<file path="src/axi_pkg.sv">
package axi_pkg;

    localparam int axi_addr_bits = 32;
    localparam int axi_data_bits = 32;
    localparam int axi_id_bits = 4;
    localparam int axi_len_bits = 4; // beats = len + 1.

    localparam logic [1:0] axi_resp_okay = 2'b00;
    localparam logic [1:0] axi_resp_decerr = 2'b11;

    // address map.
    localparam logic [axi_addr_bits-1:0] sram_base = 32'h0000_0000;
    localparam logic [axi_addr_bits-1:0] sram_bytes = 32'h0000_1000;

    // true for addresses served by the sram.
    function automatic logic in_sram_window(input logic [axi_addr_bits-1:0] addr);
        logic [axi_addr_bits-1:0] offset;
        offset = addr - sram_base;
        return offset < sram_bytes;
    endfunction

endpackage

</file>
<file path="src/axi_read_router.sv">
`timescale 1ns/10ps

module axi_read_router import axi_pkg::*; (
    input  logic                     clk,
    input  logic                     rst,
    input  logic [axi_addr_bits-1:0] araddr,
    input  logic [axi_id_bits-1:0]   arid,
    input  logic [axi_len_bits-1:0]  arlen,
    input  logic                     arvalid,
    output logic                     arready,
    output logic [axi_data_bits-1:0] rdata,
    output logic [axi_id_bits-1:0]   rid,
    output logic [1:0]               rresp,
    output logic                     rlast,
    output logic                     rvalid,
    input  logic                     rready,
    output logic [axi_addr_bits-1:0] sram_araddr,
    output logic [axi_id_bits-1:0]   sram_arid,
    output logic [axi_len_bits-1:0]  sram_arlen,
    output logic                     sram_arvalid,
    input  logic                     sram_arready,
    input  logic [axi_data_bits-1:0] sram_rdata,
    input  logic [axi_id_bits-1:0]   sram_rid,
    input  logic [1:0]               sram_rresp,
    input  logic                     sram_rlast,
    input  logic                     sram_rvalid,
    output logic                     sram_rready,
    output logic [axi_addr_bits-1:0] dflt_araddr,
    output logic [axi_id_bits-1:0]   dflt_arid,
    output logic [axi_len_bits-1:0]  dflt_arlen,
    output logic                     dflt_arvalid,
    input  logic                     dflt_arready,
    input  logic [axi_data_bits-1:0] dflt_rdata,
    input  logic [axi_id_bits-1:0]   dflt_rid,
    input  logic [1:0]               dflt_rresp,
    input  logic                     dflt_rlast,
    input  logic                     dflt_rvalid,
    output logic                     dflt_rready
);

    logic busy;
    logic sel_sram;
    logic dec_sram;

    assign dec_sram = in_sram_window(araddr);

    assign sram_araddr = araddr;
    assign sram_arid = arid;
    assign sram_arlen = arlen;
    assign dflt_araddr = araddr;
    assign dflt_arid = arid;
    assign dflt_arlen = arlen;

    // one burst open at a time.
    assign sram_arvalid = arvalid & ~busy & dec_sram;
    assign dflt_arvalid = arvalid & ~busy & ~dec_sram;
    assign arready = ~busy & (dec_sram ? sram_arready : dflt_arready);

    always_ff @(posedge clk or negedge rst) begin
        if (!rst) begin
            busy <= 1'b0;
            sel_sram <= 1'b0;
        end else if (arvalid && arready) begin
            busy <= 1'b1;
            sel_sram <= dec_sram;
        end else if (rvalid && rready && rlast) begin
            busy <= 1'b0;
        end
    end

    assign rvalid = busy & (sel_sram ? sram_rvalid : dflt_rvalid);
    assign rdata = sel_sram ? sram_rdata : dflt_rdata;
    assign rid = sel_sram ? sram_rid : dflt_rid;
    assign rresp = sel_sram ? sram_rresp : dflt_rresp;
    assign rlast = sel_sram ? sram_rlast : dflt_rlast;
    assign sram_rready = rready & busy & sel_sram;
    assign dflt_rready = rready & busy & ~sel_sram;

    // a target only answers the burst it was given.
    a_sram_rvalid_sel: assert property (@(posedge clk) disable iff (!rst)
        $rose(sram_rvalid) |-> busy && sel_sram);
    a_dflt_rvalid_sel: assert property (@(posedge clk) disable iff (!rst)
        $rose(dflt_rvalid) |-> busy && !sel_sram);

endmodule

</file>
<file path="config.mk">
export PLATFORM = sky130hd
export DESIGN_NAME = axi_read_router
export DESIGN_NICKNAME = d
export VERILOG_FILES = /design/src/axi_pkg.sv /design/src/axi_read_router.sv
export SDC_FILE = /design/constraint.sdc
export NUM_CORES = 1
export LEC_CHECK = 0
export BUFFER_PORTS_ARGS = -buffer_cell sky130_fd_sc_hd__buf_2
export CAP_MARGIN = 20
export CORE_AREA = 2 2 97 99
export DETAILED_ROUTE_END_ITERATION = 10
export DIE_AREA = 0 0 99 101
export PLACE_DENSITY = 0.6
export SYNTH_ARGS = -nofsm -noshare
export SYNTH_HDL_FRONTEND = slang
export SYNTH_SLANG_ARGS = --single-unit
</file>
<file path="constraint.sdc">
create_clock -name clk -period 1.4 [get_ports clk]
set_input_delay 0.28 -clock clk [delete_from_list [all_inputs] [get_ports clk]]
set_output_delay 0.28 -clock clk [all_outputs]
set_load 0.05 [all_outputs]
</file>
==> flow_summary.json, run 1 <==
{
  "vias": 1517,
  "crit_fanout": 3,
  "routed_via_density": 3.79,
  "drv_slew": 0,
  "gp_congestion": 0.754,
  "drive_gt1_frac": 0.945,
  "antenna_cells": 0,
  "cts_num_sinks": 2,
  "grt_usage": 0.0871,
  "cts_buffers": 3,
  "min_period_over_period": 1.27,
  "grt_pass1_wl_um": 7120,
  "post-dp-hpwl_um": 3920,
  "cp_slowest_cell": "or4_4",
  "cts_tree": "done",
  "yosys-top-cells-count": "buf_4, mux2_2, buf_2",
  "start_util": 0.146,
  "drc_errors": 0,
  "holdWs_ps": 390,
  "syn_area_um2": 1310,
  "synth_edf_count": 0,
  "critPathBufInv": 2,
  "cpLargestDelayFamily": "simple AND/OR/NAND/NOR gates",
  "cellPowerDensity_nw_per_um2": 607,
  "synth_area_leader_cell": "buf_4",
  "synth_nets": 280,
  "crit_cells": 6,
  "cp.arrival_ps": 1500,
  "clockBufferDepth": 2,
  "synth_seq_area_share": 0.0383,
  "antenna_left": 0,
  "place_ws_ps": -501,
  "ys_async_sr_fraction": 1.00,
  "hold_path.class": "input port to async pin",
  "port_buffers": 190,
  "drtIter0Drc": 16,
  "cts-root-buf": "clkbuf_8",
  "cpPeakStageDelay_ps": 540,
  "ir_drop_mv": 0.408,
  "setup_violations": 46,
  "max-slew-margin-rel": 0.815,
  "path_cells": "buf_6 -> or4_4 -> nor2_4 -> nand2_4 -> mux2i_4 -> buf_6",
  "rsz0062_at_grt": "yes",
  "layout_min_cycle_time_ps": 1780,
  "area_growth_pct": 106,
  "max_freq_mhz": 563,
  "synth_area_leaders": "buf_4, mux2_2, dfrtp_1",
  "cts_max_level": 1,
  "yosysWarningCount": 0,
  "clkLatencyLatePin_ps": 220,
  "end_kind": "output port",
  "die_x_um": 99,
  "core-area_um2": 8980,
  "synth_seq_cells": 2,
  "routed_wl_um": 5210,
  "grt_antenna_before_repair": 0,
  "clk_pin_slew_ps": 30,
  "synthCells": 154,
  "wl_per_cell_um": 13.0,
  "layout.nets": 416,
  "num_rows": 35,
  "start_kind": "input port",
  "syn_avg_cell_area_um2": 8.49,
  "synth_flop_cell": "dfrtp_1",
  "worst-setup-path-type": "input port to output port",
  "outcome": "finished with violations",
  "grt_pass1_vias": 1550,
  "die_h_um": 101,
  "first_pass_iters": 4,
  "setup_ws_ps": -377,
  "pin_count": 251,
  "worstMarginPinSlew_ps": 275,
  "cap_violations": 0,
  "skew_ps": 5.95,
  "synth_cell_types": 22,
  "dieArea_um2": 10000,
  "worstPathRequired_ps": 1120,
  "reg2reg_depth": 5,
  "crit_top_cell": "buf_6",
  "grt_max_degree": 15,
  "violations": "setup timing",
  "hold_viol": 0,
  "leakage_nw": 1.41,
  "yosysMostFrequentCell": "buf_4",
  "overflow": 0,
  "synth_top_area_share": 0.459
}
layer usage:
layer | routed length, µm | global-route usage | vias to the layer above
met5 | 0 | 0 | -
met4 | 9 | 0.0148 | 0
met3 | 595 | 0.0326 | 2
met2 | 2860 | 0.168 | 122
met1 | 1750 | 0.0907 | 679
li1 | - | - | 714
cells in the final DEF, fill, tap and decap left out, types with 3 or more instances in the layout:
cell / netlist / layout
buf_2: 5 / 142
mux2_4: 0 / 39
clkbuf_8: 0 / 3
nand2_1: 3 / 3
nand2b_1: 3 / 3
buf_6: 0 / 46
buf_4: 80 / 14
nor2_4: 1 / 3
buf_8: 0 / 6
buf_12: 0 / 4
flip-flops by register name, indices dropped and copies added (netlist names):
name      cells
busy          1
sel_sram      1
worst paths after layout:
check                              from       end  slack (ps)
max reg2reg                    sel_sram      busy         -90
min in group clk           sram_arready  sel_sram         400
max in group asynchronous           rst  sel_sram         900
max                          araddr[25]   arready        -380
min reg2reg                        busy      busy         770
min                                 rst  sel_sram         390
worst reg2reg max path, cell delays in order (launching register included):
cell and delay, ps:
dfrtp_2 470, buf_12 180, mux2i_4 190, nand4b_1 220
a2bb2oi_2 160, o211ai_1 130
through the flow:
step / util / power (mW) / setup TNS [ps] / cell area [µm²] / cells
after detailed placement: 0.230 / 1.21 / -2970 / 2060 / 385
after global routing: 0.300 / 1.71 / -14630 / 2690 / 400
after floorplan: - / 1.23 / -837 / 1480 / 154
after CTS: 0.281 / 1.58 / -12270 / 2520 / 396
after global placement: 0.230 / 1.19 / -2910 / 2060 / 385
final: 0.300 / 1.63 / -13050 / 2690 / 400
timing repair:
item | 4_1_cts | 5_1_grt
setup buffers | 4 | 4
gates resized for setup | 97 | 26
pin swaps | 5 | 4
hold buffers | 1 | 0
endpoints found under the hold margin | 2 | 0
gates cloned | 2 | 1
setup endpoints to repair | 46 | 46
cells by family after synthesis:
logic type	share of synthesized area
DFF	0.0383
muxes	0.351
and+or+nand+nor	0.108
buffers and inverters	0.478
AOI/OAI and AO/OA	0.0239
report_power, final:
group / total (mW) / leakage, nW / internal, mW / switching (mW)
registers: 0.0871 / 0.0230 / 0.0724 / 0.0147
logic: 1.30 / 1.36 / 0.509 / 0.791
clock network: 0.244 / 0.0228 / 0.194 / 0.0508
total: 1.63 / 1.41 / 0.775 / 0.857
final cells by class:
class	instances	area, µm²
sequential	2	51.3
clock buffer	4	45.0
fill	924	6290
timing repair buffer	216	1590
multi-input combinational	67	861
tap	111	139
Power figures use the tool's default switching activity.
==> run 2, diff against run 1 <==
- REMOVE_ABC_BUFFERS: unset -> 1
- SLEW_MARGIN: unset -> 10
==> flow_summary.json, run 2 (synthesis gave the netlist of run 1 again) <==
{
  "p_total_mw": 1.62,
  "max_freq_mhz": 559,
  "layout_common_cells": "buf_2, buf_4, buf_6, buf_8, mux2_4",
  "overflow": 0,
  "worstMarginPinSlew_ps": 287,
  "pwr-share-clk": 0.148,
  "worst-setup-path-type": "input port to output port",
  "routed_wl_um": 7490,
  "cts_buffers": 3,
  "worstPathRequired_ps": 1120,
  "drive_gt1_frac": 0.936,
  "drv_slew": 0,
  "first_pass_iters": 4,
  "vias": 1653,
  "layout.nets": 422,
  "ir_drop_mv": 0.340,
  "cts-root-buf": "clkbuf_8",
  "skew_ps": 5.18,
  "wl_per_cell_um": 18.4,
  "leakage_nw": 1.40,
  "die_h_um": 101,
  "design_area_um2": 2680,
  "clockBufferDepth": 2,
  "cts_num_sinks": 2,
  "hold_depth": 3,
  "comb_power_share": 0.799,
  "hp-start": "sram_arready",
  "start_util": 0.146,
  "grt_pass1_vias": 1727,
  "pwr-share-seq": 0.053,
  "antenna_left": 0,
  "start_kind": "input port",
  "setup_ws_ps": -389,
  "hold_viol": 0,
  "gp_congestion": 0.786,
  "dieArea_um2": 10000,
  "reg2reg_depth": 6,
  "drtIter0Drc": 10,
  "pin_count": 251,
  "grt_usage": 0.132,
  "port_buffers": 190,
  "routed_via_density": 4.06,
  "grt_antenna_before_repair": 2,
  "area_growth_pct": 105,
  "min_to": "sel_sram",
  "placed_area_um2": 1950,
  "hold_path.class": "input port to flip-flop",
  "layout_min_cycle_time_ps": 1790,
  "rrSetupSlack_ps": -100,
  "grt_max_degree": 13,
  "min_period_over_period": 1.28,
  "setup_violations": 46,
  "rsz0062_at_grt": "yes",
  "cellPowerDensity_nw_per_um2": 605,
  "num_rows": 35,
  "reg_top3": "busy (1), sel_sram (1)",
  "die_x_um": 99,
  "cts_tree": "done",
  "clkLatencyLatePin_ps": 210,
  "cp.arrival_ps": 1510,
  "regToRegStartpoint": "sel_sram",
  "grt_pass1_wl_um": 9770,
  "final_common_cell": "buf_2",
  "drc_errors": 0,
  "clk_pin_slew_ps": 30,
  "internal_power_mw": 0.766,
  "netSwitchingPower_mw": 0.852,
  "cts_max_level": 1,
  "max-slew-margin-rel": 0.808,
  "swShare": 0.527,
  "r2r-end": "busy",
  "violations": "setup timing",
  "cap_violations": 0,
  "post-dp-hpwl_um": 5920,
  "core-area_um2": 8980,
  "outcome": "finished with violations",
  "crit_fanout": 3,
  "end_kind": "output port"
}
==> run 2: changes by cell type in the layout (fill, tap and decap cells not counted), moves of 2 or more <==
cell	change
buf_12	+2
buf_16	-2
buf_4	+10
buf_6	-23
buf_8	+17
mux2_2	+17
mux2_4	-17
mux2i_4	-2
==> run 2: worst max-delay path: stages <==
cell     delay (ps)
buf_6           100
or4_4           540
nor2_4          150
nand2_4          60
buf_4           140
nor2_4           90
buf_8           150
==> run 2: timing repair <==
| action | CTS | global route |
|---|---|---|
| hold buffers | 1 | 0 |
| endpoints found under the setup margin | 46 | 46 |
| hold endpoints to repair | 2 | 0 |
| cloned | 2 | 2 |
| pin swaps | 5 | 4 |
| buffers inserted | 5 | 6 |
| gates resized for setup | 99 | 62 |
==> run 2: per-stage QoR <==
stage	setup TNS, ps	utilization	hold slack [ps]	setup slack (ps)	std cells
3_5_place_dp	-2210	0.217	68.8	-489	390
3_3_place_gp	-1900	0.217	66.1	-479	390
4_1_cts	-12250	0.269	379	-380	402
2_1_floorplan	-27380	-	-15.6	-974	69
5_1_grt	-15830	0.298	394	-453	406
6_report	-13690	0.298	373	-389	407
==> run 2: layout make-up <==
class                           instances  area, µm²
Multi-Input combinational cell         67        757
Fill cell                             952       6300
Sequential cell                         2       51.3
Clock buffer                            4       45.0
Tap cell                              111        139
Antenna cell                            1       2.50
Timing Repair Buffer                  222       1680
==> run 2: worst max-delay path by stage <==
| stage | cells after the start | slack [ps] | end | startpoint |
|---|---|---|---|---|
| floorplan | 2 | -970 | rvalid | sel_sram |
| global placement | 6 | -480 | sram_arvalid | araddr[24] |
| detailed placement | 6 | -490 | arready | araddr[24] |
| CTS | 6 | -380 | arready | araddr[25] |
| global route | 6 | -450 | arready | araddr[22] |
| finish | 7 | -390 | sram_arvalid | araddr[22] |
==> run 2: per-layer routing <==
layer | global-route usage | vias to the layer above | wire, µm
met5 | 0.0513 | - | 76
met4 | 0.0190 | 4 | 22
met3 | 0.0950 | 8 | 1240
met2 | 0.216 | 165 | 3600
met1 | 0.137 | 747 | 2550
li1 | - | 729 | -
==> run 2: power groups by stage <==
stage                     logic [mW]  clock network (mW)  registers [mW]
after floorplan                0.466                   0          0.0916
after global placement          1.07                   0          0.0855
after detailed placement        1.08                   0          0.0864
after CTS                       1.20               0.246          0.0861
after global routing            1.35               0.258          0.0906
final                           1.29               0.239          0.0855
