**src/axi_pkg.sv**
```systemverilog
package axi_pkg;

    localparam int axi_addr_bits = 32;
    localparam int axi_data_bits = 32;
    localparam int axi_id_bits = 4;
    localparam int axi_len_bits = 4; // beats = len + 1.

    localparam logic [1:0] axi_resp_okay = 2'b00;
    localparam logic [1:0] axi_resp_decerr = 2'b11;

    // address map.
    localparam logic [axi_addr_bits-1:0] sram_base = 32'h0000_0000;
    localparam logic [axi_addr_bits-1:0] sram_bytes = 32'h0000_1000;

    // true for addresses served by the sram.
    function automatic logic in_sram_window(input logic [axi_addr_bits-1:0] addr);
        logic [axi_addr_bits-1:0] offset;
        offset = addr - sram_base;
        return offset < sram_bytes;
    endfunction

endpackage

```
**src/axi_default_slave.sv**
```systemverilog
`timescale 1ns/10ps

module axi_default_slave import axi_pkg::*; (
    input  logic                     clk,
    input  logic                     rst,
    input  logic [axi_addr_bits-1:0] araddr,
    input  logic [axi_id_bits-1:0]   arid,
    input  logic [axi_len_bits-1:0]  arlen,
    input  logic                     arvalid,
    output logic                     arready,
    output logic [axi_data_bits-1:0] rdata,
    output logic [axi_id_bits-1:0]   rid,
    output logic [1:0]               rresp,
    output logic                     rlast,
    output logic                     rvalid,
    input  logic                     rready,
    input  logic [axi_addr_bits-1:0] awaddr,
    input  logic [axi_id_bits-1:0]   awid,
    input  logic [axi_len_bits-1:0]  awlen,
    input  logic                     awvalid,
    output logic                     awready,
    input  logic [axi_data_bits-1:0] wdata,
    input  logic                     wlast,
    input  logic                     wvalid,
    output logic                     wready,
    output logic [axi_id_bits-1:0]   bid,
    output logic [1:0]               bresp,
    output logic                     bvalid,
    input  logic                     bready
);

    typedef enum logic [1:0] {st_addr, st_read, st_write, st_resp} state_t;

    state_t state;
    state_t state_next;
    logic [axi_len_bits-1:0] beats_left;

    always_ff @(posedge clk or negedge rst) begin
        if (!rst) state <= st_addr;
        else state <= state_next;
    end

    always_comb begin
        state_next = state;
        case (state)
            st_addr: begin
                if (arvalid && arready) state_next = st_read; // reads first.
                else if (awvalid && awready) state_next = st_write;
            end
            st_read: if (rvalid && rready && rlast) state_next = st_addr;
            st_write: if (wvalid && wready && wlast) state_next = st_resp;
            st_resp: if (bvalid && bready) state_next = st_addr;
            default: state_next = st_addr;
        endcase
    end

    always_ff @(posedge clk or negedge rst) begin
        if (!rst) begin
            beats_left <= '0;
            rlast <= 1'b0;
        end else if (arvalid && arready) begin
            beats_left <= arlen;
            rlast <= (arlen == '0);
        end else if (rvalid && rready && !rlast) begin
            beats_left <= beats_left - 1'b1;
            rlast <= (beats_left == axi_len_bits'(1));
        end
    end

    always_ff @(posedge clk) begin
        if (arvalid && arready) rid <= arid;
        if (awvalid && awready) bid <= awid;
    end

    assign arready = (state == st_addr);
    assign awready = (state == st_addr) & awvalid & ~arvalid;
    assign wready = (state == st_write) & wvalid;
    assign rvalid = (state == st_read);
    assign bvalid = (state == st_resp);
    assign rdata = '0;
    assign rresp = axi_resp_decerr;
    assign bresp = axi_resp_decerr;

    a_rlast_count: assert property (@(posedge clk) disable iff (!rst)
        rvalid |-> (rlast == (beats_left == '0)));

    // requests held steady by the master side while stalled.
    a_ar_hold: assert property (@(posedge clk) disable iff (!rst)
        arvalid && !arready |=> $stable({araddr, arid, arlen}));
    a_aw_hold: assert property (@(posedge clk) disable iff (!rst)
        awvalid && !awready |=> $stable({awaddr, awid, awlen}));
    a_w_hold: assert property (@(posedge clk) disable iff (!rst)
        wvalid && !wready |=> $stable({wdata, wlast}));

endmodule

```
**config.mk**
```make
export PLATFORM = sky130hd
export DESIGN_NAME = axi_default_slave
export DESIGN_NICKNAME = d
export VERILOG_FILES = /design/src/axi_pkg.sv /design/src/axi_default_slave.sv
export SDC_FILE = /design/constraint.sdc
export NUM_CORES = 1
export LEC_CHECK = 0
export ABC_CLOCK_PERIOD_IN_PS = 1800
export BUFFER_PORTS_ARGS = -buffer_cell sky130_fd_sc_hd__buf_2
export CAP_MARGIN = 20
export CORE_AREA = 2 2 66 68
export DETAILED_ROUTE_END_ITERATION = 10
export DIE_AREA = 0 0 68 70
export MAX_ROUTING_LAYER = met4
export PLACE_DENSITY = 0.83
export SLEW_MARGIN = 20
export SYNTH_ARGS = -nofsm -noshare
export SYNTH_HDL_FRONTEND = slang
export SYNTH_SLANG_ARGS = --single-unit
```
**constraint.sdc**
```tcl
create_clock -name clk -period 1.8 [get_ports clk]
set_clock_uncertainty 0.05 [all_clocks]
set_input_delay 0.36 -clock clk [delete_from_list [all_inputs] [get_ports clk]]
set_output_delay 0.36 -clock clk [all_outputs]
set_load 0.01 [all_outputs]
```
==> results of run 1 <==
[where the power goes]
group	leakage [nW]	switching [mW]	total (mW)	internal [mW]
Combinational	0.391	0.245	0.475	0.231
Clock	0.0255	0.117	0.270	0.153
Sequential	0.157	0.0785	0.534	0.455
[sequential cells by signal, summed over array words and instances, names as in the netlist]
register    cells
beats_left      4
bid             4
rid             4
rlast           1
state           2
[metrics by stage]
stage / utilization (%) / setup slack (ns) / cells / cell area [um2]
3_3_place_gp: 26.6 / 0.318 / 178 / 1100
5_1_grt: 27.9 / 0.0548 / 183 / 1160
6_report: 27.9 / 0.180 / 183 / 1160
4_1_cts: 27.9 / 0.109 / 183 / 1160
3_5_place_dp: 26.6 / 0.300 / 178 / 1100
2_1_floorplan: - / 0.159 / 127 / 1120
[per-layer routing]
metal	vias up	wire length (um)	GRT usage, %
met4	0	72	7.33
met3	5	338	2.25
met5	-	0	-
li1	324	-	-
met1	313	572	7.72
met2	62	784	11.9
[layout make-up]
cell class,count,area [um2],area share [%]
Inverter,3,11.3,0.973
Multi-Input combinational cell,70,407,35.1
Clock inverter,1,5.00,0.432
Sequential cell,15,415,35.9
Tap cell,52,65.1,5.62
Clock buffer,3,41.3,3.57
Timing Repair Buffer,39,213,18.4
[layout by cell type, fill, tap and decap left out]
cell,n
sky130_fd_sc_hd__conb_1,36
sky130_fd_sc_hd__buf_2,33
sky130_fd_sc_hd__edfxtp_1,8
sky130_fd_sc_hd__dfrtp_1,7
sky130_fd_sc_hd__buf_4,5
sky130_fd_sc_hd__mux2i_1,4
sky130_fd_sc_hd__inv_1,3
sky130_fd_sc_hd__nor3b_1,3
sky130_fd_sc_hd__nand2_1,3
sky130_fd_sc_hd__clkbuf_8,3
sky130_fd_sc_hd__nor4b_1,2
sky130_fd_sc_hd__nor2b_1,2
sky130_fd_sc_hd__nor2_1,2
sky130_fd_sc_hd__a221o_1,2
sky130_fd_sc_hd__a21oi_1,2
sky130_fd_sc_hd__ha_1,2
sky130_fd_sc_hd__nor3b_4,1
sky130_fd_sc_hd__and2_1,1
sky130_fd_sc_hd__and3b_1,1
sky130_fd_sc_hd__nand4bb_1,1
sky130_fd_sc_hd__mux2_2,1
sky130_fd_sc_hd__nor4_1,1
sky130_fd_sc_hd__o41ai_1,1
sky130_fd_sc_hd__nor3_1,1
sky130_fd_sc_hd__nand3b_1,1
sky130_fd_sc_hd__o211ai_1,1
sky130_fd_sc_hd__o21ai_1,1
sky130_fd_sc_hd__a311oi_1,1
sky130_fd_sc_hd__clkinv_2,1
sky130_fd_sc_hd__dlygate4sd3_1,1
[worst reg2reg max path, stage by stage (launching register included)]
cell	delay, ns
sky130_fd_sc_hd__dfrtp_1	0.43
sky130_fd_sc_hd__buf_4	0.19
sky130_fd_sc_hd__nor4b_1	0.31
sky130_fd_sc_hd__buf_4	0.19
[worst min path at each step]
stage	cells after the start	end	startpoint	slack, ns
floorplan	0	beats_left[0]$_DFFE_PN0P_	rst	0.01
global placement	1	beats_left[0]$_DFFE_PN0P_	rst	0.15
detailed placement	1	beats_left[0]$_DFFE_PN0P_	rst	0.15
CTS	1	rid[0]$_DFFE_PP_	arid[0]	0.23
global route	1	rid[0]$_DFFE_PP_	arid[0]	0.23
finish	1	rid[0]$_DFFE_PP_	arid[0]	0.24
[cell families (layout without fill, tap and decap cells)]
| family | after synthesis | in the layout | share of synthesized area [%] |
|---|---|---|---|
| AO/OA/AOI/OAI | 8 | 8 | 6.06 |
| AND/OR/NAND/NOR | 19 | 19 | 13.6 |
| multiplexers | 5 | 5 | 5.18 |
| adder cells (fa/ha/maj) | 2 | 2 | 2.52 |
| other | 2 | 36 | 0.758 |
| flip-flops | 15 | 15 | 41.9 |
| buffers and inverters | 42 | 46 | 29.9 |
[what timing repair did]
item | CTS | global route
setup buffers | 0 | 0
hold buffers | 1 | 0
hold endpoints to repair | 7 | 0
resized for setup | 0 | 0
==> impl_metrics.sql, run 1 <==
INSERT INTO impl_metrics (metric_group, metric, value, unit) VALUES
('setup_path', 'cp-start-kind', 'register', ''),
('clocking', 'cts-root-buf', 'sky130_fd_sc_hd__clkbuf_8', ''),
('power', 'power.static_leakage', '0.574', 'nW'),
('placement', 'hpwl_reported_at_the_end_of_detailed_placement', '1.47', 'mm'),
('setup_path', 'r2r_cells', '3', ''),
('timing', 'post-route-period-util', '90.0', '%'),
('finish', 'area_growth', '16.8', '%'),
('setup_path', 'rr_startpoint', 'state[1]$_DFFE_PN0P_', ''),
('clocking', 'clockBufferDepth', '2', ''),
('global_route', 'grt_max_degree', '11', ''),
('synthesis', 'post_synth.cell_area_avg', '10.7', 'um2'),
('setup_path', 'cell_by_cell_listing_of_the_critical_path', 'buf_4 -> and3b_1 -> buf_2', ''),
('drt', 'detail_route.drc_violations', '0', ''),
('setup_path', 'worst-r2r-setup-slack', '0.35', 'ns'),
('power', 'power', '1.28', 'mW'),
('timing', 'drv_slew', '0', ''),
('synthesis', 'synth-async-reset-ratio', '46.7', '%'),
('synthesis', 'synth_top_area_share', '28.0', '%'),
('timing', 'setup_violations', '0', ''),
('timing', 'fmax', '617', 'MHz'),
('setup_path', 'cp.arrival', '1.21', 'ns'),
('flow_run', 'drv.max_cap_violation_count', '0', ''),
('synthesis', 'synth-seq-cells', '15', ''),
('synthesis', 'synthDistinctLibCells', '27', ''),
('global_route', 'grt-ovfl-total', '0', ''),
('status', 'result_of_the_run', 'finished clean', ''),
('synthesis', 'synth-edff-count', '8', ''),
('timing', 'grt_setup_unrepaired', 'false', ''),
('clocking', 'path_clk_slew', '0.06', 'ns'),
('global_route', 'grt_first_pass_wirelength', '2.68', 'mm'),
('finish', 'final_net_count', '254', ''),
('synthesis', 'synth.cells.most_frequent', '37 x sky130_fd_sc_hd__buf_4, 8 x sky130_fd_sc_hd__edfxtp_1, 7 x sky130_fd_sc_hd__dfrtp_1, 4 x sky130_fd_sc_hd__mux2i_1', ''),
('global_route', 'global_route.usage.total', '7.81', '%'),
('synthesis', 'synth.cell_area', '991', 'um2'),
('timing', 'hold_viol', '0', ''),
('drt', 'detail_route.first_pass.iterations', '4', ''),
('die', 'core_box_area', '4140', 'um2'),
('setup_path', 'worst_path_buf_inv', '2', ''),
('finish', 'filler_cell_count', '443', ''),
('synthesis', 'synth-main-ff-cell', 'sky130_fd_sc_hd__edfxtp_1', ''),
('setup_path', 'worstSetupEndpoint', 'wready', ''),
('die', 'fp.dieH', '70', 'um'),
('setup_path', 'slowest_delay', '0.43', 'ns'),
('timing', 'holdWs', '0.236', 'ns'),
('drt', 'avgRoutedWirePerCell', '9.66', 'um'),
('clocking', 'tritoncts', 'built', ''),
('drt', 'drt_iter0_markers', '71', ''),
('setup_path', 'timing.critical_path.to_type', 'output port', ''),
('drt', 'avgViaCountPerCell', '3.85', ''),
('synthesis', 'synth-seq-area-share', '41.9', '%'),
('setup_path', 'rr_endpoint', 'bid[0]$_DFFE_PP_', ''),
('setup_path', 'worstSetupPathType', 'reg -> out', ''),
('die', 'chipWidth', '68', 'um'),
('die', 'start_util', '23.9', '%'),
('synthesis', 'synthTopCellsByArea', 'sky130_fd_sc_hd__buf_4 28%, sky130_fd_sc_hd__edfxtp_1 24%, sky130_fd_sc_hd__dfrtp_1 18%', ''),
('clocking', 'numCtsBuffers', '3', ''),
('finish', 'drive_above_1_share', '33.6', '%'),
('setup_path', 'required', '1.39', 'ns'),
('drt', 'postRouteWirelength', '1.77', 'mm'),
('setup_path', 'critical_path_peak_fanout', '9', ''),
('hold_path', 'worstHoldPathType', 'in -> reg', ''),
('clocking', 'clock_tree.htree_level_count', '1', ''),
('timing', 'min_period', '1.62', 'ns'),
('finish', 'antenna-diode-count', '0', ''),
('die', 'ports_placed_on_the_boundary', '170', ''),
('power', 'irDropWorstVdd', '0.218', 'mV'),
('setup_path', 'critical_path_cell_count', '3', ''),
('setup_path', 'critical_path.top_delay_family', 'flip-flops', ''),
('timing', 'fin_setup_tns', '0', 'ns'),
('setup_path', 'crit_slowest_cell', 'sky130_fd_sc_hd__dfrtp_1', ''),
('synthesis', 'yosysMostFrequentCell', 'sky130_fd_sc_hd__buf_4', '');
(Power assumes the default switching activity.)
==> inputs of run 2 (changes only) <==
--- a/config.mk
+++ b/config.mk
@@ -8,11 +8,12 @@
 export ABC_CLOCK_PERIOD_IN_PS = 1800
 export BUFFER_PORTS_ARGS = -buffer_cell sky130_fd_sc_hd__buf_2
 export CAP_MARGIN = 20
-export CORE_AREA = 2 2 66 68
+export CORE_AREA = 2 2 67 69
+export CTS_BUF_LIST = sky130_fd_sc_hd__clkbuf_4
 export DETAILED_ROUTE_END_ITERATION = 10
-export DIE_AREA = 0 0 68 70
+export DIE_AREA = 0 0 69 71
 export MAX_ROUTING_LAYER = met4
-export PLACE_DENSITY = 0.83
+export PLACE_DENSITY = 0.81
 export SLEW_MARGIN = 20
 export SYNTH_ARGS = -nofsm -noshare
 export SYNTH_HDL_FRONTEND = slang
==> run 2 against run 1 <==
  * Global-route usage fell by 0.26 points
  * Die area increased by 2.9%
  * Worst hold slack worse by 0.042 ns
  * Flip-flop and latch count stayed put
  * Routed wire length increased by 4.5%
  * Critical endpoint unchanged
==> impl_metrics.sql, run 2 (same netlist as run 1, synthesis figures left out) <==
INSERT INTO impl_metrics (metric_group, metric, value, unit) VALUES
('timing', 'fin_setup_tns', '0', 'ns'),
('global_route', 'groute.layer.met2.usage', '11.0', '%'),
('hold_path', 'worst_hold_end', 'rid[3]$_DFFE_PP_', ''),
('clocking', 'numCtsBuffers', '3', ''),
('timing', 'hold_viol', '0', ''),
('die', 'ports_placed_on_the_boundary', '170', ''),
('finish', 'reg_top3', 'beats_left: 4 flops, bid: 4 flops, rid: 4 flops', ''),
('drt', 'avgRoutedWirePerCell', '10.1', 'um'),
('finish', 'final_net_count', '254', ''),
('power', 'power.static_leakage', '0.568', 'nW'),
('flow_run', 'drv.max_cap_violation_count', '0', ''),
('drt', 'drt_iter0_markers', '52', ''),
('setup_path', 'critical_path.top_delay_family', 'flip-flops', ''),
('clocking', 'tritoncts', 'built', ''),
('clocking', 'cts-root-buf', 'sky130_fd_sc_hd__clkbuf_4', ''),
('power', 'power', '1.22', 'mW'),
('hold_path', 'worstHoldPathCells', '1', ''),
('finish', 'antenna-diode-count', '0', ''),
('setup_path', 'cp.arrival', '1.27', 'ns'),
('setup_path', 'r2r_cells', '3', ''),
('clocking', 'clock_tree.htree_level_count', '1', ''),
('drt', 'detail_route.first_pass.iterations', '4', ''),
('timing', 'fmax', '596', 'MHz'),
('clocking', 'clockBufferDepth', '2', ''),
('setup_path', 'crit_slowest_cell', 'sky130_fd_sc_hd__dfrtp_1', ''),
('clocking', 'insertion_delay', '0.29', 'ns'),
('placement', 'hpwl_reported_at_the_end_of_detailed_placement', '1.50', 'mm'),
('die', 'fp.dieH', '71', 'um'),
('power', 'pwr_density_cell', '1070', 'nW/um2'),
('global_route', 'global_route.usage.total', '7.55', '%'),
('die', 'design.die.area', '4900', 'um2'),
('setup_path', 'worst_path_buf_inv', '2', ''),
('setup_path', 'worst-r2r-setup-slack', '0.17', 'ns'),
('hold_path', 'worstHoldPathType', 'in -> reg', ''),
('setup_path', 'cp-start-kind', 'register', ''),
('global_route', 'gr-usage-met3', '4.42', '%'),
('setup_path', 'cell_by_cell_listing_of_the_critical_path', 'buf_4 -> and3b_1 -> buf_2', ''),
('global_route', 'number_of_global_route_vias_before_repair', '571', ''),
('timing', 'min_period', '1.68', 'ns'),
('setup_path', 'critical_path_peak_fanout', '7', ''),
('drt', 'detailroute.via_count', '688', ''),
('clocking', 'path_clk_slew', '0.09', 'ns'),
('timing', 'setup_violations', '0', ''),
('power', 'irDropWorstVdd', '0.221', 'mV'),
('timing', 'holdWs', '0.194', 'ns'),
('die', 'start_util', '23.6', '%'),
('die', 'core_box_area', '4200', 'um2'),
('global_route', 'grt_max_degree', '11', ''),
('global_route', 'top_usage_layer', 'met2', ''),
('global_route', 'met1_usage', '7.84', '%'),
('placement', 'place_congestion', '0.799', ''),
('setup_path', 'timing.critical_path.to_type', 'output port', ''),
('setup_path', 'required', '1.39', 'ns'),
('timing', 'post-route-period-util', '93.2', '%'),
('setup_path', 'slowest_delay', '0.50', 'ns'),
('timing', 'drv_slew', '0', ''),
('status', 'result_of_the_run', 'finished clean', ''),
('global_route', 'grt_antenna_before_repair', '0', ''),
('die', 'rows', '24', ''),
('global_route', 'grt-ovfl-total', '0', ''),
('clocking', 'clock-sinks', '15', ''),
('drt', 'postRouteWirelength', '1.85', 'mm'),
('drt', 'detail_route.drc_violations', '0', ''),
('setup_path', 'worstSetupPathType', 'reg -> out', ''),
('setup_path', 'rr_endpoint', 'beats_left[3]$_DFFE_PN0P_', ''),
('setup_path', 'crit_path_start', 'state[1]$_DFFE_PN0P_', ''),
('finish', 'drive_above_1_share', '34.4', '%'),
('die', 'chipWidth', '69', 'um'),
('placement', 'number_of_buffer_cells_added_on_primary_ports', '33', ''),
('global_route', 'grt_first_pass_wirelength', '2.65', 'mm'),
('finish', 'area_growth', '15.8', '%'),
('drt', 'avgViaCountPerCell', '3.76', ''),
('drt', 'number_of_routed_nets_with_antenna_violations', '0', ''),
('setup_path', 'rr_startpoint', 'state[1]$_DFFE_PN0P_', ''),
('finish', 'leading_cell_type_in_the_layout_fill_and_taps_excluded', 'sky130_fd_sc_hd__conb_1', ''),
('timing', 'grt_setup_unrepaired', 'false', ''),
('finish', 'layout.cells.most_common_list', '36 x sky130_fd_sc_hd__conb_1, 33 x sky130_fd_sc_hd__buf_2, 8 x sky130_fd_sc_hd__edfxtp_1, 7 x sky130_fd_sc_hd__dfrtp_1, 5 x sky130_fd_sc_hd__buf_4', ''),
('hold_path', 'holdCritStartpoint', 'arid[3]', '');
==> run 2: cell count changes in the layout (fill, tap and decap cells not counted) <==
cell / delta
sky130_fd_sc_hd__clkbuf_4: +4
sky130_fd_sc_hd__nor4b_2: +1
sky130_fd_sc_hd__clkinv_2: -1
sky130_fd_sc_hd__clkbuf_8: -3
sky130_fd_sc_hd__nor4b_1: -1
==> run 2: per-layer routing <==
layer  vias to the layer above  wire length [um]
met5                         -                 0
met4                         0                51
met3                         5               310
met2                        59               776
met1                       300               709
li1                        324                 -
==> run 2: cell type report <==
| class | instances | area [um2] |
|---|---|---|
| Sequential cell | 15 | 415 |
| Fill cell | 459 | 3060 |
| Inverter | 3 | 11.3 |
| Multi-Input combinational cell | 70 | 413 |
| Timing Repair Buffer | 39 | 213 |
| Tap cell | 52 | 65.1 |
| Clock buffer | 4 | 30.0 |
==> run 2: worst max path at each step <==
stage / to / depth (start not counted)
floorplan: bid[0]$_DFFE_PP_ / 2
global placement: beats_left[3]$_DFFE_PN0P_ / 3
detailed placement: beats_left[2]$_DFFE_PN0P_ / 3
CTS: awready / 3
global route: wready / 3
finish: wready / 3
==> run 2: report_power, final <==
group	internal (mW)	switching (mW)
logic	0.232	0.258
clock network	0.101	0.107
registers	0.454	0.0710
==> run 2: through the flow <==
step                std cells  setup WS, ns  utilization, %  instance area [um2]
floorplan                 127         0.159               -                 1120
global placement          177         0.216            26.0                 1090
detailed placement        177         0.188            26.0                 1090
CTS                       182        0.0410            27.1                 1140
global route              183        0.0258            27.3                 1150
finish                    183         0.122            27.3                 1150
==> run 2: what timing repair did <==
item                                   CTS  global route
setup buffers                            0             1
hold buffers                             1             0
gates resized for setup                  1             0
endpoints found under the hold margin    7             0
setup endpoints to repair                1             1
