===== src/axi_pkg.sv =====
package axi_pkg;

    localparam int axi_addr_bits = 32;
    localparam int axi_data_bits = 32;
    localparam int axi_id_bits = 4;
    localparam int axi_len_bits = 4; // beats = len + 1.

    localparam logic [1:0] axi_resp_okay = 2'b00;
    localparam logic [1:0] axi_resp_decerr = 2'b11;

    // address map.
    localparam logic [axi_addr_bits-1:0] sram_base = 32'h0000_0000;
    localparam logic [axi_addr_bits-1:0] sram_bytes = 32'h0000_1000;

    // true for addresses served by the sram.
    function automatic logic in_sram_window(input logic [axi_addr_bits-1:0] addr);
        logic [axi_addr_bits-1:0] offset;
        offset = addr - sram_base;
        return offset < sram_bytes;
    endfunction

endpackage


===== src/axi_write_router.sv =====
`timescale 1ns/10ps

module axi_write_router import axi_pkg::*; (
    input  logic                     clk,
    input  logic                     rst,
    input  logic [axi_addr_bits-1:0] awaddr,
    input  logic [axi_id_bits-1:0]   awid,
    input  logic [axi_len_bits-1:0]  awlen,
    input  logic                     awvalid,
    output logic                     awready,
    input  logic [axi_data_bits-1:0] wdata,
    input  logic                     wlast,
    input  logic                     wvalid,
    output logic                     wready,
    output logic [axi_id_bits-1:0]   bid,
    output logic [1:0]               bresp,
    output logic                     bvalid,
    input  logic                     bready,
    output logic [axi_addr_bits-1:0] sram_awaddr,
    output logic [axi_id_bits-1:0]   sram_awid,
    output logic [axi_len_bits-1:0]  sram_awlen,
    output logic                     sram_awvalid,
    input  logic                     sram_awready,
    output logic [axi_data_bits-1:0] sram_wdata,
    output logic                     sram_wlast,
    output logic                     sram_wvalid,
    input  logic                     sram_wready,
    input  logic [axi_id_bits-1:0]   sram_bid,
    input  logic [1:0]               sram_bresp,
    input  logic                     sram_bvalid,
    output logic                     sram_bready,
    output logic [axi_addr_bits-1:0] dflt_awaddr,
    output logic [axi_id_bits-1:0]   dflt_awid,
    output logic [axi_len_bits-1:0]  dflt_awlen,
    output logic                     dflt_awvalid,
    input  logic                     dflt_awready,
    output logic [axi_data_bits-1:0] dflt_wdata,
    output logic                     dflt_wlast,
    output logic                     dflt_wvalid,
    input  logic                     dflt_wready,
    input  logic [axi_id_bits-1:0]   dflt_bid,
    input  logic [1:0]               dflt_bresp,
    input  logic                     dflt_bvalid,
    output logic                     dflt_bready
);

    logic busy;
    logic sel_sram;
    logic dec_sram;

    assign dec_sram = in_sram_window(awaddr);

    assign sram_awaddr = awaddr;
    assign sram_awid = awid;
    assign sram_awlen = awlen;
    assign dflt_awaddr = awaddr;
    assign dflt_awid = awid;
    assign dflt_awlen = awlen;

    assign sram_awvalid = awvalid & ~busy & dec_sram;
    assign dflt_awvalid = awvalid & ~busy & ~dec_sram;
    assign awready = ~busy & (dec_sram ? sram_awready : dflt_awready);

    // open from the aw transfer until the b transfer.
    always_ff @(posedge clk or negedge rst) begin
        if (!rst) begin
            busy <= 1'b0;
            sel_sram <= 1'b0;
        end else if (awvalid && awready) begin
            busy <= 1'b1;
            sel_sram <= dec_sram;
        end else if (bvalid && bready) begin
            busy <= 1'b0;
        end
    end

    // w follows the registered target.
    assign sram_wdata = wdata;
    assign sram_wlast = wlast;
    assign dflt_wdata = wdata;
    assign dflt_wlast = wlast;
    assign sram_wvalid = wvalid & busy & sel_sram;
    assign dflt_wvalid = wvalid & busy & ~sel_sram;
    assign wready = busy & (sel_sram ? sram_wready : dflt_wready);

    assign bvalid = busy & (sel_sram ? sram_bvalid : dflt_bvalid);
    assign bid = sel_sram ? sram_bid : dflt_bid;
    assign bresp = sel_sram ? sram_bresp : dflt_bresp;
    assign sram_bready = bready & busy & sel_sram;
    assign dflt_bready = bready & busy & ~sel_sram;

    // w only offered once its aw has been taken.
    a_w_needs_aw: assert property (@(posedge clk) disable iff (!rst)
        wvalid |-> busy);

endmodule


===== config.mk =====
export PLATFORM = sky130hd
export DESIGN_NAME = axi_write_router
export DESIGN_NICKNAME = d
export VERILOG_FILES = /design/src/axi_pkg.sv /design/src/axi_write_router.sv
export SDC_FILE = /design/constraint.sdc
export NUM_CORES = 1
export LEC_CHECK = 0
export BUFFER_PORTS_ARGS = -buffer_cell sky130_fd_sc_hd__buf_2
export CORE_AREA = 2 2 100 102
export CTS_BUF_LIST = sky130_fd_sc_hd__clkbuf_8
export DETAILED_ROUTE_END_ITERATION = 10
export DIE_AREA = 0 0 102 104
export PLACE_DENSITY = 0.51
export REMOVE_ABC_BUFFERS = 1
export SETUP_SLACK_MARGIN = 0.5
export SYNTH_ARGS = -nofsm -noshare
export SYNTH_HDL_FRONTEND = slang
export SYNTH_SLANG_ARGS = --single-unit

===== constraint.sdc =====
create_clock -name clk -period 1.5 [get_ports clk]
set_input_delay 0.075 -clock clk [delete_from_list [all_inputs] [get_ports clk]]
set_output_delay 0.075 -clock clk [all_outputs]
set_load 0.01 [all_outputs]

==> impl_metrics.sql, run 1 <==
INSERT INTO impl_metrics (metric_group, metric, value, unit) VALUES
('cells_and_area', 'final_common_cell', 'sky130_fd_sc_hd__buf_2', ''),
('critical_path', 'cp_data_required_time', '1.42', 'ns'),
('cells_and_area', 'finish.cell_count_without_fillers', '284', ''),
('critical_path', 'worst_path_largest_cell_delay', '0.44', 'ns'),
('critical_path', 'reg2reg_from', 'sel_sram', ''),
('synth', 'synth_area_leader_cell', 'sky130_fd_sc_hd__buf_4', ''),
('floorplan', 'num_rows', '36', ''),
('power_and_ir_drop', 'power.leakage', '0.637', 'nW'),
('sta', 'clock_skews', '0.00202', 'ns'),
('power_and_ir_drop', 'power_frac_comb', '56.6', '%'),
('detailed_routing', 'vias', '1090', ''),
('critical_path', 'timing.critical_path.fanout_max', '7', ''),
('sta', 'slew-limit-headroom', '82.8', '%'),
('floorplan', 'dieHeight', '104', 'µm'),
('clock_tree', 'cts.reportedPaths.clkPinSlew', '0.03', 'ns'),
('cells_and_area', 'layout-area-overhead-vs-synth', '-11.4', '%'),
('floorplan', 'starting_density_of_the_core', '15.2', '%'),
('synth', 'number_of_synthesis_warnings', '0', ''),
('power_and_ir_drop', 'ir_worst_vdd', '0.144', 'mV'),
('cells_and_area', 'filler_cell_count', '1126', ''),
('power_and_ir_drop', 'sequential_fraction_of_design_power', '11.0', '%'),
('power_and_ir_drop', 'p_switching', '0.225', 'mW'),
('global_routing', 'antenna_found_initial', '0', ''),
('synth', 'synthCells', '189', ''),
('cells_and_area', 'layout.nets', '249', ''),
('placed_design', 'dp_hpwl', '7660', 'µm'),
('floorplan', 'dieWidth', '102', 'µm'),
('hold_path', 'hold-path-cell-count', '0', ''),
('global_routing', 'first_pass_grt_wire_length', '10000', 'µm'),
('power_and_ir_drop', 'power_per_cell_area', '512', 'nW/µm²'),
('detailed_routing', 'via_per_inst', '3.84', ''),
('power_and_ir_drop', 'sw_frac_of_total', '34.3', '%'),
('floorplan', 'core_area', '9550', 'µm²'),
('global_routing', 'groute.usage.overall', '14.9', '%'),
('clock_tree', 'ctsLongestPathBuffers', '2', ''),
('placed_design', 'gpl.final_weighted_congestion', '0.768', ''),
('sta', 'rsz0062_at_grt', 'true', ''),
('critical_path', 'timing.critical_path.to_type', 'output port', ''),
('floorplan', 'io_pins', '257', ''),
('hold_path', 'min_path_type', 'input pin to output port', ''),
('clock_tree', 'root_buffer', 'sky130_fd_sc_hd__clkbuf_8', ''),
('sta', 'finalHoldViolations', '0', ''),
('sta', 'maxClockFrequency', '764', 'MHz'),
('placed_design', 'numPortBuffers', '97', ''),
('outcome', 'run_status', 'complete, no violations', ''),
('critical_path', 'slack_of_the_worst_reg_to_reg_path', '0.34', 'ns'),
('global_routing', 'maximum_number_of_pins_on_one_net_before_global_route_repair', '8', ''),
('critical_path', 'critical_path_class', 'register to output port', ''),
('detailed_routing', 'detail_route.iter0.violations', '14', ''),
('hold_path', 'worstHoldStart', 'wdata[17]', ''),
('critical_path', 'timing.critical_path.arrival', '1.23', 'ns'),
('clock_tree', 'insertion_delay', '0.21', 'ns'),
('synth', 'synth.top_cells.by_area', 'sky130_fd_sc_hd__buf_4 (76%), sky130_fd_sc_hd__mux2_2 (3.9%), sky130_fd_sc_hd__dfrtp_1 (3.5%), sky130_fd_sc_hd__mux2i_1 (2.1%), sky130_fd_sc_hd__or4_4 (1.6%)', ''),
('sta', 'maxSlewViolCount', '0', ''),
('clock_tree', 'cts-htree-levels', '1', ''),
('global_routing', 'via_count_of_the_first_global_routing_pass', '1043', ''),
('cells_and_area', 'most-common-layout-cells', 'sky130_fd_sc_hd__buf_2 (84), sky130_fd_sc_hd__buf_6 (16), sky130_fd_sc_hd__mux2_4 (6), sky130_fd_sc_hd__buf_4 (6)', ''),
('synth', 'synth.cell_area', '1450', 'µm²'),
('synth', 'synth_top_cell_area_share', '75.6', '%'),
('detailed_routing', 'detail_route.drc_violations', '0', ''),
('global_routing', 'gr-total-overflow', '0', ''),
('sta', 'max_slew.worst_pin.slew', '0.257', 'ns'),
('critical_path', 'worstSetupStartpoint', 'sel_sram', ''),
('detailed_routing', 'wl_per_cell', '30.1', 'µm'),
('critical_path', 'ff2ff_path_depth', '5', ''),
('sta', 'timing.final.setup_violations', '0', ''),
('floorplan', 'fp.dieArea', '10600', 'µm²'),
('synth', 'synth_seq_cells', '2', ''),
('detailed_routing', 'drt_first_pass_iters', '5', ''),
('detailed_routing', 'antenna_violating_nets_left', '0', ''),
('detailed_routing', 'postRouteWirelength', '8540', 'µm');
kinds of logic after synthesis:
family | synth area share, %
AOI/OAI and AO/OA | 2.42
buffers and inverters | 76.8
DFF | 3.45
muxes | 6.74
and+or+nand+nor | 10.6
worst min path at each step:
stage                     slack [ns]              to
final                           0.15  sram_wdata[17]
after global routing            0.15  sram_wdata[17]
after CTS                       0.15   dflt_awlen[1]
after detailed placement       -0.13        sel_sram
after global placement         -0.13        sel_sram
after floorplan                -0.22            busy
sequential cells by signal (all words and copies together), names as in the netlist:
name and flops:
sel_sram 1, busy 1
cell usage after synthesis:
| cell | instances |
|---|---|
| sky130_fd_sc_hd__buf_4 | 146 |
| sky130_fd_sc_hd__mux2_2 | 5 |
| sky130_fd_sc_hd__mux2i_1 | 3 |
| sky130_fd_sc_hd__nand2b_1 | 3 |
| sky130_fd_sc_hd__nor2b_1 | 3 |
| sky130_fd_sc_hd__nor4_1 | 3 |
| sky130_fd_sc_hd__a21oi_1 | 2 |
| sky130_fd_sc_hd__and3_1 | 2 |
| sky130_fd_sc_hd__clkbuf_1 | 2 |
| sky130_fd_sc_hd__dfrtp_1 | 2 |
| sky130_fd_sc_hd__nand2_1 | 2 |
| sky130_fd_sc_hd__or4_4 | 2 |
| sky130_fd_sc_hd__and3_4 | 1 |
| sky130_fd_sc_hd__and3b_1 | 1 |
| sky130_fd_sc_hd__buf_2 | 1 |
| sky130_fd_sc_hd__inv_1 | 1 |
| sky130_fd_sc_hd__mux2_1 | 1 |
| sky130_fd_sc_hd__nand2_2 | 1 |
| sky130_fd_sc_hd__nand4_1 | 1 |
| sky130_fd_sc_hd__nor2_1 | 1 |
| sky130_fd_sc_hd__nor2_4 | 1 |
| sky130_fd_sc_hd__nor3b_1 | 1 |
| sky130_fd_sc_hd__o211ai_1 | 1 |
| sky130_fd_sc_hd__o21a_1 | 1 |
| sky130_fd_sc_hd__o21ai_0 | 1 |
| sky130_fd_sc_hd__o21ai_1 | 1 |
area by class of cell:
cell class                 instances  area, µm²  share of cell area [%]
clock buffer                       3       41.3                    3.22
inverter                           1       3.75                   0.292
multi-input combinational         37        349                    27.2
sequential                         2       52.6                    4.09
tap                              133        166                    13.0
timing repair buffer             108        671                    52.2
through the flow:
step / hold WS [ns] / util, % / total power [mW] / setup slack, ns / area, µm²
finish: 0.150 / 13.4 / 0.657 / 0.191 / 1280
floorplan: -0.221 / - / 0.163 / 0.343 / 340
global placement: -0.133 / 10.6 / 0.387 / 0.153 / 1010
CTS: 0.150 / 12.9 / 0.662 / 0.179 / 1230
global route: 0.150 / 13.4 / 0.709 / 0.129 / 1280
detailed placement: -0.135 / 10.6 / 0.388 / 0.149 / 1010
critical path: cells and delay by family (launching register included):
family,cells,cell delay (ns)
flip-flops,1,0.44
multiplexers,1,0.30
buffers and inverters,2,0.28
routing by layer:
layer | vias to the layer above | global-route usage (%) | share of wire [%]
li1 | 377 | - | -
met1 | 479 | 8.84 | 21
met5 | - | 0 | 0
met3 | 24 | 18.1 | 27
met2 | 210 | 23.5 | 45
met4 | 0 | 9.81 | 6.9
what timing repair did:
item,in CTS,in global routing
hold buffers,1,0
pin swaps,5,0
setup endpoints to repair,17,17
gates resized for setup,27,9
setup buffers,6,1
hold endpoints to repair,2,0
power groups by stage:
stage / sequential [mW] / clock (mW) / combinational [mW]
4_1_cts: 0.0721 / 0.218 / 0.372
5_1_grt: 0.0737 / 0.232 / 0.403
3_5_place_dp: 0.0843 / 0 / 0.304
3_3_place_gp: 0.0846 / 0 / 0.302
6_report: 0.0720 / 0.213 / 0.372
2_1_floorplan: 0.0738 / 0 / 0.0895
Power figures use the tool's default switching activity.
==> inputs of run 2 (changes only) <==
--- a/config.mk
+++ b/config.mk
@@ -7,9 +7,8 @@
 export LEC_CHECK = 0
 export BUFFER_PORTS_ARGS = -buffer_cell sky130_fd_sc_hd__buf_2
-export CORE_AREA = 2 2 100 102
-export CTS_BUF_LIST = sky130_fd_sc_hd__clkbuf_8
+export CORE_AREA = 2 2 99 101
 export DETAILED_ROUTE_END_ITERATION = 10
-export DIE_AREA = 0 0 102 104
-export PLACE_DENSITY = 0.51
+export DIE_AREA = 0 0 101 103
+export PLACE_DENSITY = 0.52
 export REMOVE_ABC_BUFFERS = 1
 export SETUP_SLACK_MARGIN = 0.5
==> constraint.sdc (replaced) <==
create_clock -name clk -period 1.5 [get_ports clk]
set_input_delay 0.3 -clock clk [delete_from_list [all_inputs] [get_ports clk]]
set_output_delay 0.3 -clock clk [all_outputs]
set_load 0.01 [all_outputs]
==> run 2 against run 1 <==
- the run now ends with setup timing left
- via count decreased by 3.5%
- first-iteration DRC count rose to 3.1 times the previous value
- global-route usage shrank 0.35 points
- count of clock-buffer cells in the layout unchanged
- wire length is 1.5% lower
- largest cell class unchanged
- largest power group unchanged
- highest routed layer is now met5
==> impl_metrics.sql, run 2 (same netlist as run 1, synthesis figures left out) <==
INSERT INTO impl_metrics (metric_group, metric, value, unit) VALUES
('outcome', 'run_status', 'finished with violations', ''),
('outcome', 'failed_checks', 'setup timing', ''),
('placed_design', 'placement.setup.worst_slack', '-0.246', 'ns'),
('cells_and_area', 'final_common_cell', 'sky130_fd_sc_hd__buf_2', ''),
('placed_design', 'dp_hpwl', '7610', 'µm'),
('critical_path', 'critical_path_class', 'input pin to output port', ''),
('global_routing', 'antenna_found_initial', '1', ''),
('clock_tree', 'cts.reportedPaths.clkPinSlew', '0.03', 'ns'),
('power_and_ir_drop', 'power.leakage', '0.680', 'nW'),
('power_and_ir_drop', 'power_frac_comb', '54.5', '%'),
('hold_path', 'min_path_type', 'input pin to register', ''),
('sta', 'max_slew.worst_pin.slew', '0.238', 'ns'),
('sta', 'clock_skews', '0.000421', 'ns'),
('sta', 'finalHoldViolations', '0', ''),
('power_and_ir_drop', 'power_per_cell_area', '496', 'nW/µm²'),
('floorplan', 'dieWidth', '101', 'µm'),
('global_routing', 'groute.usage.overall', '14.5', '%'),
('critical_path', 'regToRegEndpoint', 'busy', ''),
('sta', 'layout_setup_ws', '-0.207', 'ns'),
('cells_and_area', 'stdcell_area', '1330', 'µm²'),
('placed_design', 'gpl.final_weighted_congestion', '0.693', ''),
('detailed_routing', 'drt_first_pass_iters', '6', ''),
('sta', 'slew-limit-headroom', '84.0', '%'),
('detailed_routing', 'detail_route.iter0.violations', '43', ''),
('critical_path', 'slack_of_the_worst_reg_to_reg_path', '0.24', 'ns'),
('critical_path', 'timing.critical_path.fanout_max', '3', ''),
('power_and_ir_drop', 'p_clk_share', '31.8', '%'),
('power_and_ir_drop', 'sw_frac_of_total', '34.2', '%'),
('critical_path', 'critPathLaunchType', 'input pin', ''),
('cells_and_area', 'most-common-layout-cells', 'sky130_fd_sc_hd__buf_2 (85), sky130_fd_sc_hd__buf_6 (16), sky130_fd_sc_hd__buf_4 (14)', ''),
('floorplan', 'num_rows', '36', ''),
('critical_path', 'timing.critical_path.to_type', 'output port', ''),
('critical_path', 'worstSetupStartpoint', 'awaddr[20]', ''),
('placed_design', 'place_area', '1080', 'µm²'),
('cells_and_area', 'layout.nets', '257', ''),
('hold_path', 'hold-path-cell-count', '3', ''),
('sta', 'finalWorstPathRequiredPeriod', '1.71', 'ns'),
('clock_tree', 'root_buffer', 'sky130_fd_sc_hd__clkbuf_8', ''),
('global_routing', 'maximum_number_of_pins_on_one_net_before_global_route_repair', '12', ''),
('detailed_routing', 'antenna_violating_nets_left', '0', ''),
('global_routing', 'first_pass_grt_wire_length', '9440', 'µm'),
('detailed_routing', 'detail_route.drc_violations', '0', ''),
('sta', 'maxClockFrequency', '586', 'MHz'),
('cells_and_area', 'final_layout_size_suffix_gt1_share', '87.4', '%'),
('sta', 'maxSlewViolCount', '0', ''),
('sta', 'finalCritPeriodShare', '114', '%'),
('power_and_ir_drop', 'sequential_fraction_of_design_power', '13.7', '%'),
('clock_tree', 'clock_tree_from_tritoncts', 'yes', ''),
('placed_design', 'numPortBuffers', '97', ''),
('clock_tree', 'insertion_delay', '0.21', 'ns'),
('sta', 'timing.final.setup_violations', '4', ''),
('clock_tree', 'numClockSinks', '2', ''),
('power_and_ir_drop', 'ir_worst_vdd', '0.124', 'mV'),
('detailed_routing', 'vias', '1052', ''),
('floorplan', 'io_pins', '257', ''),
('global_routing', 'gr-total-overflow', '0', ''),
('power_and_ir_drop', 'p_total', '0.659', 'mW'),
('flow_run', 'max-cap-violations', '0', ''),
('critical_path', 'critical_path_capture_point', 'awready', ''),
('floorplan', 'starting_density_of_the_core', '15.3', '%'),
('placed_design', 'dpl.cell_count', '266', ''),
('critical_path', 'reg2reg_from', 'sel_sram', ''),
('power_and_ir_drop', 'internal-power', '0.433', 'mW'),
('floorplan', 'fp.dieArea', '10400', 'µm²'),
('clock_tree', 'cts-htree-levels', '1', ''),
('floorplan', 'dieHeight', '103', 'µm'),
('cells_and_area', 'reg_top3', 'busy (1), sel_sram (1)', ''),
('critical_path', 'ff2ff_path_depth', '6', ''),
('global_routing', 'via_count_of_the_first_global_routing_pass', '961', ''),
('sta', 'rsz0062_at_grt', 'true', ''),
('critical_path', 'cp_data_required_time', '1.20', 'ns'),
('power_and_ir_drop', 'p_switching', '0.225', 'mW'),
('cells_and_area', 'finish.cell_count_without_fillers', '274', ''),
('detailed_routing', 'wl_per_cell', '30.7', 'µm'),
('clock_tree', 'cts_made_buffers', '3', ''),
('critical_path', 'timing.critical_path.arrival', '1.41', 'ns'),
('cells_and_area', 'filler_cell_count', '1097', ''),
('detailed_routing', 'postRouteWirelength', '8410', 'µm'),
('detailed_routing', 'via_per_inst', '3.84', ''),
('cells_and_area', 'layout-area-overhead-vs-synth', '-8.38', '%'),
('floorplan', 'core_area', '9460', 'µm²'),
('clock_tree', 'ctsLongestPathBuffers', '2', '');
run 2: changes by cell type in the layout (fill, tap and decap cells not counted), sizes merged:
cell	delta
buf	+8
diode	+1
run 2: final cells by class:
| type | instances | area, µm² | share of cell area (%) |
|---|---|---|---|
| multi-input combinational | 37 | 365 | 27.5 |
| sequential | 2 | 51.3 | 3.86 |
| inverter | 1 | 3.75 | 0.283 |
| tap | 114 | 143 | 10.7 |
| timing repair buffer | 116 | 721 | 54.3 |
| antenna | 1 | 2.50 | 0.189 |
| clock buffer | 3 | 41.3 | 3.11 |
run 2: worst min path at each step:
stage	from	endpoint	slack [ns]
after floorplan	rst	busy	0.004
after global placement	rst	sel_sram	0.09
after detailed placement	rst	busy	0.1
after CTS	sram_awready	sel_sram	0.39
after global routing	sram_awready	sel_sram	0.42
final	sram_awready	sel_sram	0.40
run 2: metal layers:
metal | global-route usage (%) | routed length, µm
met5 | 2.88 | 35
met4 | 10.4 | 650
met3 | 19.1 | 2460
met2 | 22.3 | 3650
met1 | 8.30 | 1610
run 2: timing repair:
action,CTS,global route
resized for setup,28,8
hold endpoints to repair,2,0
setup endpoints to repair,17,17
pin swaps,4,3
hold buffers,1,0
buffers inserted,3,0
run 2: critical path, cell delays in order:
cell and delay (ns):
sky130_fd_sc_hd__buf_6 0.09, sky130_fd_sc_hd__or4_4 0.53, sky130_fd_sc_hd__nor2_4 0.13, sky130_fd_sc_hd__nand2_2 0.07, sky130_fd_sc_hd__mux2i_1 0.14, sky130_fd_sc_hd__buf_2 0.14
run 2: metrics by stage:
step	util, %	hold slack [ns]	setup TNS, ns
finish	14.0	0.396	-0.580
global route	14.0	0.421	-1.06
CTS	13.6	0.392	-0.741
detailed placement	11.4	0.0957	-0.663
global placement	11.4	0.0863	-0.653
floorplan	-	0.00441	-0.123
run 2: power groups by stage:
stage | clock [mW] | combinational, mW | sequential [mW]
6_report | 0.210 | 0.359 | 0.0903
5_1_grt | 0.222 | 0.395 | 0.0923
4_1_cts | 0.218 | 0.354 | 0.0868
3_5_place_dp | 0 | 0.321 | 0.0865
3_3_place_gp | 0 | 0.319 | 0.0853
2_1_floorplan | 0 | 0.0895 | 0.0738
